[config.mk]
export PLATFORM = sky130hd
export DESIGN_NAME = rvCore
export DESIGN_NICKNAME = d
export VERILOG_FILES = /design/src/hdl/rvCorePkg.sv /design/src/hdl/rvCore.sv /design/src/hdl/execUnit.sv /design/src/hdl/regFile.sv /design/src/hdl/instrDecoder.sv /design/src/hdl/coreControl.sv
export VERILOG_INCLUDE_DIRS = /design/src /design/src/hdl
export SDC_FILE = /design/constraint.sdc
export NUM_CORES = 2
export LEC_CHECK = 0
export BUFFER_PORTS_ARGS = -buffer_cell sky130_fd_sc_hd__buf_2
export CORE_AREA = 2 2 418 420
export DETAILED_ROUTE_END_ITERATION = 10
export DIE_AREA = 0 0 420 422
export PLACE_DENSITY = 0.6
export SETUP_SLACK_MARGIN = 0.15
export SLEW_MARGIN = 20
export SYNTH_ARGS = -nofsm -noshare
export SYNTH_HDL_FRONTEND = slang
export SYNTH_HIERARCHICAL = 1
export SYNTH_SLANG_ARGS = --single-unit
[constraint.sdc]
create_clock -name clk -period 7.1 [get_ports clk]
set_clock_uncertainty 0.1 [all_clocks]
set_input_delay 0.355 -clock clk [delete_from_list [all_inputs] [get_ports clk]]
set_output_delay 0.355 -clock clk [all_outputs]
set_load 0.005 [all_outputs]
[src/hdl/rvCore_macros.svh]
`ifndef RVCORE_MACROS_SVH
`define RVCORE_MACROS_SVH

`define XLEN       32
`define REG_COUNT  32
`define REG_AW     5

// Major opcodes
`define OPC_LUI    7'b0110111
`define OPC_OP     7'b0110011
`define OPC_OPIMM  7'b0010011
`define OPC_LOAD   7'b0000011
`define OPC_STORE  7'b0100011
`define OPC_HALT   7'b1111111

`define F3_ADD     3'b000
`define F3_SLL     3'b001
`define F3_OR      3'b110
`define F3_AND     3'b111
`define F3_LW      3'b010
`define F3_SW      3'b010
`define F7_SUB     7'b0100000

`define RESET_PC   32'h0000_0000

`endif
[src/hdl/rvCorePkg.sv]
`default_nettype none

`include "rvCore_macros.svh"

package rvCorePkg;

   typedef logic [`XLEN-1:0]   word_t;
   typedef logic [`REG_AW-1:0] regIdx_t;

   typedef enum logic [2:0] {
      ALU_ADD, ALU_SUB, ALU_SLL, ALU_OR, ALU_AND, ALU_PASSB
   } aluOp_t;

   typedef enum logic [2:0] {
      KIND_ALU, KIND_LOAD, KIND_STORE, KIND_HALT, KIND_NOP
   } instrKind_t;

   typedef struct packed {
      instrKind_t kind;
      aluOp_t     aluOp;
      logic       useImm;   // Operand B from imm instead of rs2
      logic       writesRd;
      regIdx_t    rd;
      regIdx_t    rs1;
      regIdx_t    rs2;
      word_t      imm;
   } decodedInstr_t;

   typedef struct packed {
      word_t addr;
      word_t wdata;
      logic  we;
   } memReq_t;

   typedef struct packed {
      logic    en;
      regIdx_t idx;
      word_t   data;
   } regWrite_t;

   typedef enum logic [2:0] {
      ST_HALT, ST_FETCH, ST_EXEC, ST_MEM, ST_WB
   } coreState_t;

endpackage

`default_nettype wire

[src/hdl/rvCore.sv]
`timescale 1ns/1ps
`default_nettype none

module rvCore (
   input  wire logic              clk,
   input  wire logic              rstn,
   input  wire logic              start,
   output logic                   halted,
   output logic                   req,
   input  wire logic              ack,
   output rvCorePkg::memReq_t     memReq,
   input  wire rvCorePkg::word_t  rdata
);

   import rvCorePkg::*;

   word_t         instr;
   decodedInstr_t dec;
   regIdx_t       rs1Idx;
   regIdx_t       rs2Idx;
   word_t         rsData1;
   word_t         rsData2;
   word_t         aluResult;
   regWrite_t     regWrite;

   assign rs1Idx = dec.rs1;
   assign rs2Idx = dec.rs2;

   coreControl u_coreControl (
      .clk       (clk),
      .rstn      (rstn),
      .start     (start),
      .halted    (halted),
      .req       (req),
      .ack       (ack),
      .memReq    (memReq),
      .rdata     (rdata),
      .instr     (instr),
      .dec       (dec),
      .aluResult (aluResult),
      .rsData2   (rsData2),
      .regWrite  (regWrite)
   );

   instrDecoder u_instrDecoder (
      .instr (instr),
      .dec   (dec)
   );

   regFile u_regFile (
      .clk      (clk),
      .rstn     (rstn),
      .rs1      (rs1Idx),
      .rs2      (rs2Idx),
      .rsData1  (rsData1),
      .rsData2  (rsData2),
      .regWrite (regWrite)
   );

   execUnit u_execUnit (
      .dec       (dec),
      .rsData1   (rsData1),
      .rsData2   (rsData2),
      .aluResult (aluResult)
   );

endmodule

`default_nettype wire

[src/hdl/execUnit.sv]
`timescale 1ns/1ps
`default_nettype none

module execUnit (
   input  wire rvCorePkg::decodedInstr_t dec,
   input  wire rvCorePkg::word_t         rsData1,
   input  wire rvCorePkg::word_t         rsData2,
   output rvCorePkg::word_t              aluResult
);

   import rvCorePkg::*;

   word_t opB;

   assign opB = dec.useImm ? dec.imm : rsData2;

   // Loads and stores arrive as ALU_ADD with imm, giving the word address
   always_comb begin
      case (dec.aluOp)
         ALU_ADD: begin
            aluResult = rsData1 + opB;
         end
         ALU_SUB: begin
            aluResult = rsData1 - opB;
         end
         ALU_SLL: begin
            aluResult = rsData1 << opB[4:0];   // Low 5 bits only
         end
         ALU_OR: begin
            aluResult = rsData1 | opB;
         end
         ALU_AND: begin
            aluResult = rsData1 & opB;
         end
         ALU_PASSB: begin
            aluResult = opB;   // LUI
         end
         default: begin
            aluResult = rsData1 + opB;
         end
      endcase
   end

endmodule

`default_nettype wire

[src/hdl/regFile.sv]
`timescale 1ns/1ps
`default_nettype none

`include "rvCore_macros.svh"

module regFile (
   input  wire logic                 clk,
   input  wire logic                 rstn,
   input  wire rvCorePkg::regIdx_t   rs1,
   input  wire rvCorePkg::regIdx_t   rs2,
   output rvCorePkg::word_t          rsData1,
   output rvCorePkg::word_t          rsData2,
   input  wire rvCorePkg::regWrite_t regWrite
);

   import rvCorePkg::*;

   word_t regs [`REG_COUNT];

   always_ff @(posedge clk) begin
      if (!rstn) begin
         for (int i = 0; i < `REG_COUNT; i++) begin
            regs[i] <= '0;
         end
      end else if (regWrite.en && regWrite.idx != '0) begin   // x0 stays zero
         regs[regWrite.idx] <= regWrite.data;
      end
   end

   assign rsData1 = regs[rs1];
   assign rsData2 = regs[rs2];

endmodule

`default_nettype wire

[src/hdl/instrDecoder.sv]
`timescale 1ns/1ps
`default_nettype none

`include "rvCore_macros.svh"

module instrDecoder (
   input  wire rvCorePkg::word_t    instr,
   output rvCorePkg::decodedInstr_t dec
);

   import rvCorePkg::*;

   logic [6:0] opcode;
   logic [2:0] funct3;
   logic [6:0] funct7;
   word_t      immI;
   word_t      immS;
   word_t      immU;

   assign opcode = instr[6:0];
   assign funct3 = instr[14:12];
   assign funct7 = instr[31:25];

   assign immI = {{20{instr[31]}}, instr[31:20]};
   assign immS = {{20{instr[31]}}, instr[31:25], instr[11:7]};
   assign immU = {instr[31:12], 12'h000};

   always_comb begin
      dec.kind     = KIND_NOP;
      dec.aluOp    = ALU_ADD;
      dec.useImm   = 1'b0;
      dec.writesRd = 1'b0;
      dec.rd       = instr[11:7];
      dec.rs1      = instr[19:15];
      dec.rs2      = instr[24:20];
      dec.imm      = immI;

      case (opcode)
         `OPC_LUI: begin
            dec.kind     = KIND_ALU;
            dec.aluOp    = ALU_PASSB;
            dec.useImm   = 1'b1;
            dec.writesRd = 1'b1;
            dec.imm      = immU;
         end
         `OPC_OP: begin
            dec.kind     = KIND_ALU;
            dec.writesRd = 1'b1;
            if (funct3 == `F3_ADD && funct7 == `F7_SUB) begin
               dec.aluOp = ALU_SUB;
            end else if (funct3 == `F3_ADD && funct7 == 7'b0) begin
               dec.aluOp = ALU_ADD;
            end else if (funct3 == `F3_SLL && funct7 == 7'b0) begin
               dec.aluOp = ALU_SLL;
            end else begin
               dec.kind     = KIND_NOP;
               dec.writesRd = 1'b0;
            end
         end
         `OPC_OPIMM: begin
            dec.kind     = KIND_ALU;
            dec.useImm   = 1'b1;
            dec.writesRd = 1'b1;
            case (funct3)
               `F3_ADD: dec.aluOp = ALU_ADD;
               `F3_AND: dec.aluOp = ALU_AND;
               `F3_OR:  dec.aluOp = ALU_OR;
               `F3_SLL: dec.aluOp = ALU_SLL;   // shamt sits in imm[4:0]
               default: begin
                  dec.kind     = KIND_NOP;
                  dec.writesRd = 1'b0;
               end
            endcase
         end
         `OPC_LOAD: begin
            if (funct3 == `F3_LW) begin
               dec.kind     = KIND_LOAD;
               dec.useImm   = 1'b1;
               dec.writesRd = 1'b1;
            end
         end
         `OPC_STORE: begin
            if (funct3 == `F3_SW) begin
               dec.kind   = KIND_STORE;
               dec.useImm = 1'b1;
               dec.imm    = immS;
            end
         end
         `OPC_HALT: dec.kind = KIND_HALT;
         default:   dec.kind = KIND_NOP;
      endcase
   end

endmodule

`default_nettype wire

[src/hdl/coreControl.sv]
`timescale 1ns/1ps
`default_nettype none

`include "rvCore_macros.svh"

module coreControl (
   input  wire logic                     clk,
   input  wire logic                     rstn,
   input  wire logic                     start,
   output logic                          halted,
   output logic                          req,
   input  wire logic                     ack,
   output rvCorePkg::memReq_t            memReq,
   input  wire rvCorePkg::word_t         rdata,
   output rvCorePkg::word_t              instr,
   input  wire rvCorePkg::decodedInstr_t dec,
   input  wire rvCorePkg::word_t         aluResult,
   input  wire rvCorePkg::word_t         rsData2,
   output rvCorePkg::regWrite_t          regWrite
);

   import rvCorePkg::*;

   coreState_t state;
   word_t      pc;
   word_t      loadData;
   logic       ackSeen;
   logic       busIdle;
   logic       memOp;
   logic       execDone;
   logic       issueFetch;
   logic       issueMem;

   assign ackSeen  = req && ack;
   assign busIdle  = !req && !ack;   // Previous handshake fully closed
   assign memOp    = (dec.kind == KIND_LOAD) || (dec.kind == KIND_STORE);
   assign execDone = (dec.kind == KIND_ALU) || (dec.kind == KIND_NOP);
   assign halted   = (state == ST_HALT);

   // New request only once ack has been seen low
   assign issueFetch = busIdle && ((state == ST_HALT && start) ||
                                   state == ST_FETCH ||
                                   state == ST_WB ||
                                   (state == ST_EXEC && execDone));
   assign issueMem   = busIdle && (state == ST_MEM || (state == ST_EXEC && memOp));

   always_ff @(posedge clk) begin
      if (!rstn) begin
         state <= ST_HALT;
         pc    <= `RESET_PC;
         req   <= 1'b0;
      end else begin
         if (issueFetch || issueMem) begin
            req <= 1'b1;
         end else if (ackSeen) begin
            req <= 1'b0;
         end

         case (state)
            ST_HALT: begin
               if (start) begin
                  state <= ST_FETCH;
               end
            end
            ST_FETCH: begin
               if (ackSeen) begin
                  state <= ST_EXEC;
                  pc    <= pc + word_t'(1);   // Word addressed
               end
            end
            ST_EXEC: begin
               case (dec.kind)
                  KIND_LOAD, KIND_STORE: state <= ST_MEM;
                  KIND_HALT:             state <= ST_HALT;
                  default:               state <= ST_FETCH;
               endcase
            end
            ST_MEM: begin
               if (ackSeen) begin
                  state <= (dec.kind == KIND_LOAD) ? ST_WB : ST_FETCH;
               end
            end
            ST_WB:   state <= ST_FETCH;
            default: state <= ST_HALT;
         endcase
      end
   end

   // Instruction register, load data and bus payload
   always_ff @(posedge clk) begin
      if (state == ST_FETCH && ackSeen) begin
         instr <= rdata;
      end
      if (state == ST_MEM && ackSeen) begin
         loadData <= rdata;
      end
      if (issueFetch) begin
         memReq <= '{addr: pc, wdata: '0, we: 1'b0};
      end else if (state == ST_EXEC && memOp) begin
         // Held until the data phase completes
         memReq <= '{addr: aluResult, wdata: rsData2, we: (dec.kind == KIND_STORE)};
      end
   end

   always_comb begin
      regWrite.en   = dec.writesRd &&
                      ((state == ST_EXEC && dec.kind == KIND_ALU) || state == ST_WB);
      regWrite.idx  = dec.rd;
      regWrite.data = (state == ST_WB) ? loadData : aluResult;
   end

endmodule

`default_nettype wire

==> metrics.csv <==
stage;metric;value;unit
outcome;status;complete, no violations;
clocking;numCtsBuffers;133;
setup_path;crit_type;reg -> reg;
cells_and_area;final_cells;8561;
power_and_ir_drop;totalPowerFinal;16.5;mW
global_routing;use_met3;0.0450;
floorplanning;core_area;173000;sq um
placed_design;globalplace.congestion;0.968;
global_routing;grt_max_degree;107;
timing;relSlewSlack;0.170;
floorplanning;start_util;0.398;
floorplanning;die_area;177000;sq um
routing;dr.pass1.iters;5;
global_routing;gr-usage-met2;0.415;
hold_path;hp-start;rdata[0];
timing;final_max_slew_viol_count;0;
cells_and_area;nets;6198;
logic_synthesis;synth-compound-area-share;0.103;
logic_synthesis;synth_warnings;6;
clocking;cts_sinks;1189;
power_and_ir_drop;ir_drop;0.265;mV
logic_synthesis;yosys-mux-area-fraction;0.176;
global_routing;grt_usage;0.273;
timing;finalSetupViolations;0;
floorplanning;die_w;420;um
setup_path;worst_ep_arrival_time;7.35;ns
placed_design;place_inst;8263;
setup_path;reg2reg_from;u_coreControl/instr[17];
timing;fmax;144;MHz
routing;wl_per_cell;28.9;um
power_and_ir_drop;p_leak;30.8;nW
cells_and_area;final_layout_size_suffix_gt1_frac;0.131;
hold_path;min_path_type;in -> reg;
cells_and_area;multi_input_area;31800;sq um
clocking;worstSkewPairLatency;0.80;ns
setup_path;start_kind;flip-flop;
logic_synthesis;synthXorXnorAreaFrac;0.00777;
power_and_ir_drop;power_density;211;nW/um^2
cells_and_area;regArea;35000;sq um
logic_synthesis;syn_area;68800;sq um
routing;routed_wl;247000;um
routing;drcViolationCount;0;
global_routing;grt_use_met1;0.383;
global_routing;grt-ovfl-total;0;
global_routing;busiest_layer;met2;
global_routing;grt_pass1_wl;354000;um
setup_path;critPathCaptureType;flip-flop;
logic_synthesis;syn_area_per_cell;11.3;sq um
setup_path;crit_fanout;31;
timing;finalCritPeriodShare;0.975;
routing;vias_per_cell;6.02;
run;drv_cap;0;
routing;ant_nets;0;
floorplanning;ioPinCount;103;
clocking;cts_tree;yes;
clocking;clkSlewWorstSetupHoldPaths;0.06;ns
logic_synthesis;synth_cell_type_count;90;
global_routing;grt_pass1_vias;50005;
cells_and_area;syn_to_final_growth;13.4;%
cells_and_area;final.fill_count;15742;
logic_synthesis;ys_ff_latch;1189;
logic_synthesis;yosysSeqAreaShare;0.509;
clocking;root_buffer;clkbuf_16;
floorplanning;rows;153;
placed_design;portBuffers;102;
setup_path;crit_start;u_coreControl/instr[17];
timing;finalCriticalPeriod;6.92;ns
clocking;htree_levels;4;
routing;initialDrtViolationCount;6220;
routing;vias;51571;
clocking;cts_buffer_depth;3;
timing;hold_violations;0;
logic_synthesis;synthArstFlopShare;0;
global_routing;antenna_found_initial;18;
logic_synthesis;synth_top_family_by_area;multiplexers;
logic_synthesis;synthCells;6064;
logic_synthesis;synth-edff-count;1120;
setup_path;required;7.52;ns
timing;rsz0062_at_grt;false;
logic_synthesis;yosys.area_share.adder;0.00684;
logic_synthesis;synthSimpleGateAreaFrac;0.158;
logic_synthesis;synth_flop_cell;edfxtp_1;
floorplanning;die_h;422;um
setup_path;regToRegSetupSlack;0.18;ns
cells_and_area;finish.utilization;0.451;
timing;worst_pin_slew;1.24;ns
placed_design;hpwl;163000;um
==> what timing repair did <==
| action | 4_1_cts | 5_1_grt |
|---|---|---|
| gates resized for setup | 10 | 35 |
| setup endpoints to repair | 380 | 471 |
| cloned | 1 | 0 |
| hold endpoints to repair | 79 | 0 |
| pin swaps | 0 | 1 |
| setup buffers | 7 | 6 |
| hold buffers | 35 | 0 |
==> per-layer routing <==
| metal | vias to the layer above | part of all wire | wire length (um) |
|---|---|---|---|
| met5 | - | 0.000049 | 12 |
| met4 | 2 | 0.042 | 10400 |
| met3 | 444 | 0.084 | 20700 |
| met2 | 2511 | 0.45 | 111000 |
| met1 | 26091 | 0.43 | 106000 |
| li1 | 22523 | - | - |
==> worst paths after layout <==
kind | end | cells after the start
max | u_regFile/regs[20][29] | 20
min reg2reg | u_coreControl/memReq[14] | 2
min | u_coreControl/instr[0] | 2
max reg2reg | u_regFile/regs[20][29] | 20
==> worst max-delay path, stage by stage (launching register included) <==
cell and delay, ns:
edfxtp_1 0.73, nor2b_4 0.71, buf_4 0.28, a22o_1 0.13
nor3_1 0.05, a31oi_1 0.54, nand3_1 0.59, ha_1 0.57
a21oi_1 0.22, o22ai_1 0.09, a2111oi_0 0.46, buf_4 0.20
a21oi_1 0.16, buf_4 0.22, a22oi_1 0.30, a21oi_1 0.16
mux2i_1 0.15, a211o_1 0.31, mux2_2 0.30, buf_12 0.17
and2_1 0.15
==> per-stage QoR <==
| stage | TNS (ns) | hold WS, ns | worst slack, ns | area, sq um |
|---|---|---|---|---|
| final | 0 | 0.209 | 0.178 | 78000 |
| after global routing | 0 | 0.186 | 0.150 | 78000 |
| after CTS | 0 | 0.153 | 0.164 | 77700 |
| after detailed placement | -0.280 | 0.344 | -0.0212 | 73000 |
| after global placement | -9.53 | 0.344 | -0.103 | 73000 |
| after floorplan | 0 | 0.327 | 0.762 | 68900 |
==> kinds of logic after synthesis <==
logic type | after synthesis
xor gates and xnor gates | 61
muxes | 1182
buffers and inverters | 590
other | 1
and+or+nand+nor | 1937
AOI/OAI and AO/OA | 1067
adders and majority gates | 37
DFF | 1189
==> registers in the layout (all words and copies together) (netlist names) <==
| signal | flops |
|---|---|
| u_coreControl/instr | 32 |
| u_coreControl/loadData | 32 |
| u_coreControl/memReq | 65 |
| u_coreControl/pc | 32 |
| u_coreControl/req | 1 |
| u_coreControl/state | 3 |
| u_regFile/regs | 1024 |
==> placed cells by master, fill, tap and decap left out, types with 17 or more instances in the layout <==
master | Yosys | final
a21o_1 | 37 | 37
a21oi_1 | 337 | 336
a22o_1 | 168 | 168
a22oi_1 | 211 | 211
a31oi_1 | 77 | 69
and2_1 | 1004 | 1001
buf_12 | 0 | 45
buf_2 | 108 | 101
buf_4 | 84 | 269
clkbuf_1 | 316 | 29
clkbuf_16 | 0 | 141
clkinv_1 | 1 | 27
clkinv_2 | 0 | 19
conb_1 | 1 | 32
dfxtp_1 | 69 | 69
dlygate4sd3_1 | 0 | 35
edfxtp_1 | 1120 | 1120
ha_1 | 36 | 36
mux2_2 | 54 | 47
mux2i_1 | 1110 | 1110
nand2_1 | 343 | 343
nand2b_1 | 34 | 30
nand3_1 | 223 | 218
nand4_1 | 17 | 17
nor2_1 | 92 | 68
nor2_2 | 8 | 26
nor2b_1 | 22 | 18
nor3_1 | 88 | 88
o21ai_0 | 111 | 80
o21ai_4 | 0 | 31
xnor2_1 | 35 | 35
xor2_1 | 26 | 26
==> power breakdown <==
part | leakage [nW] | switching (mW) | internal (mW)
clock | 2.04 | 2.92 | 3.83
sequential | 12.0 | 0.123 | 7.88
combinational | 16.8 | 1.19 | 0.529
==> synthesized netlist by cell type, types with 37 or more instances <==
library cell / n / area share
clkbuf_1: 316 / 0.017
a22oi_1: 211 / 0.023
nor2_1: 92 / 0.0050
a21o_1: 37 / 0.0040
nand2_1: 343 / 0.019
buf_2: 108 / 0.0079
a31oi_1: 77 / 0.0070
and2_1: 1004 / 0.091
nor3_1: 88 / 0.0064
mux2i_1: 1110 / 0.16
edfxtp_1: 1120 / 0.49
a22o_1: 168 / 0.021
dfxtp_1: 69 / 0.020
nand3_1: 223 / 0.016
a21oi_1: 337 / 0.025
o21ai_0: 111 / 0.0081
mux2_2: 54 / 0.0088
buf_4: 84 / 0.0092
==> area by class of cell <==
cell class | count | area share
clock inverter | 61 | 0.00577
multi-input combinational | 4316 | 0.408
inverter | 19 | 0.000914
clock buffer | 176 | 0.0477
sequential | 1189 | 0.449
timing repair buffer | 466 | 0.0517
antenna | 9 | 0.000289
tap | 2325 | 0.0373
No activity file was read; power rests on OpenSTA's default activity.
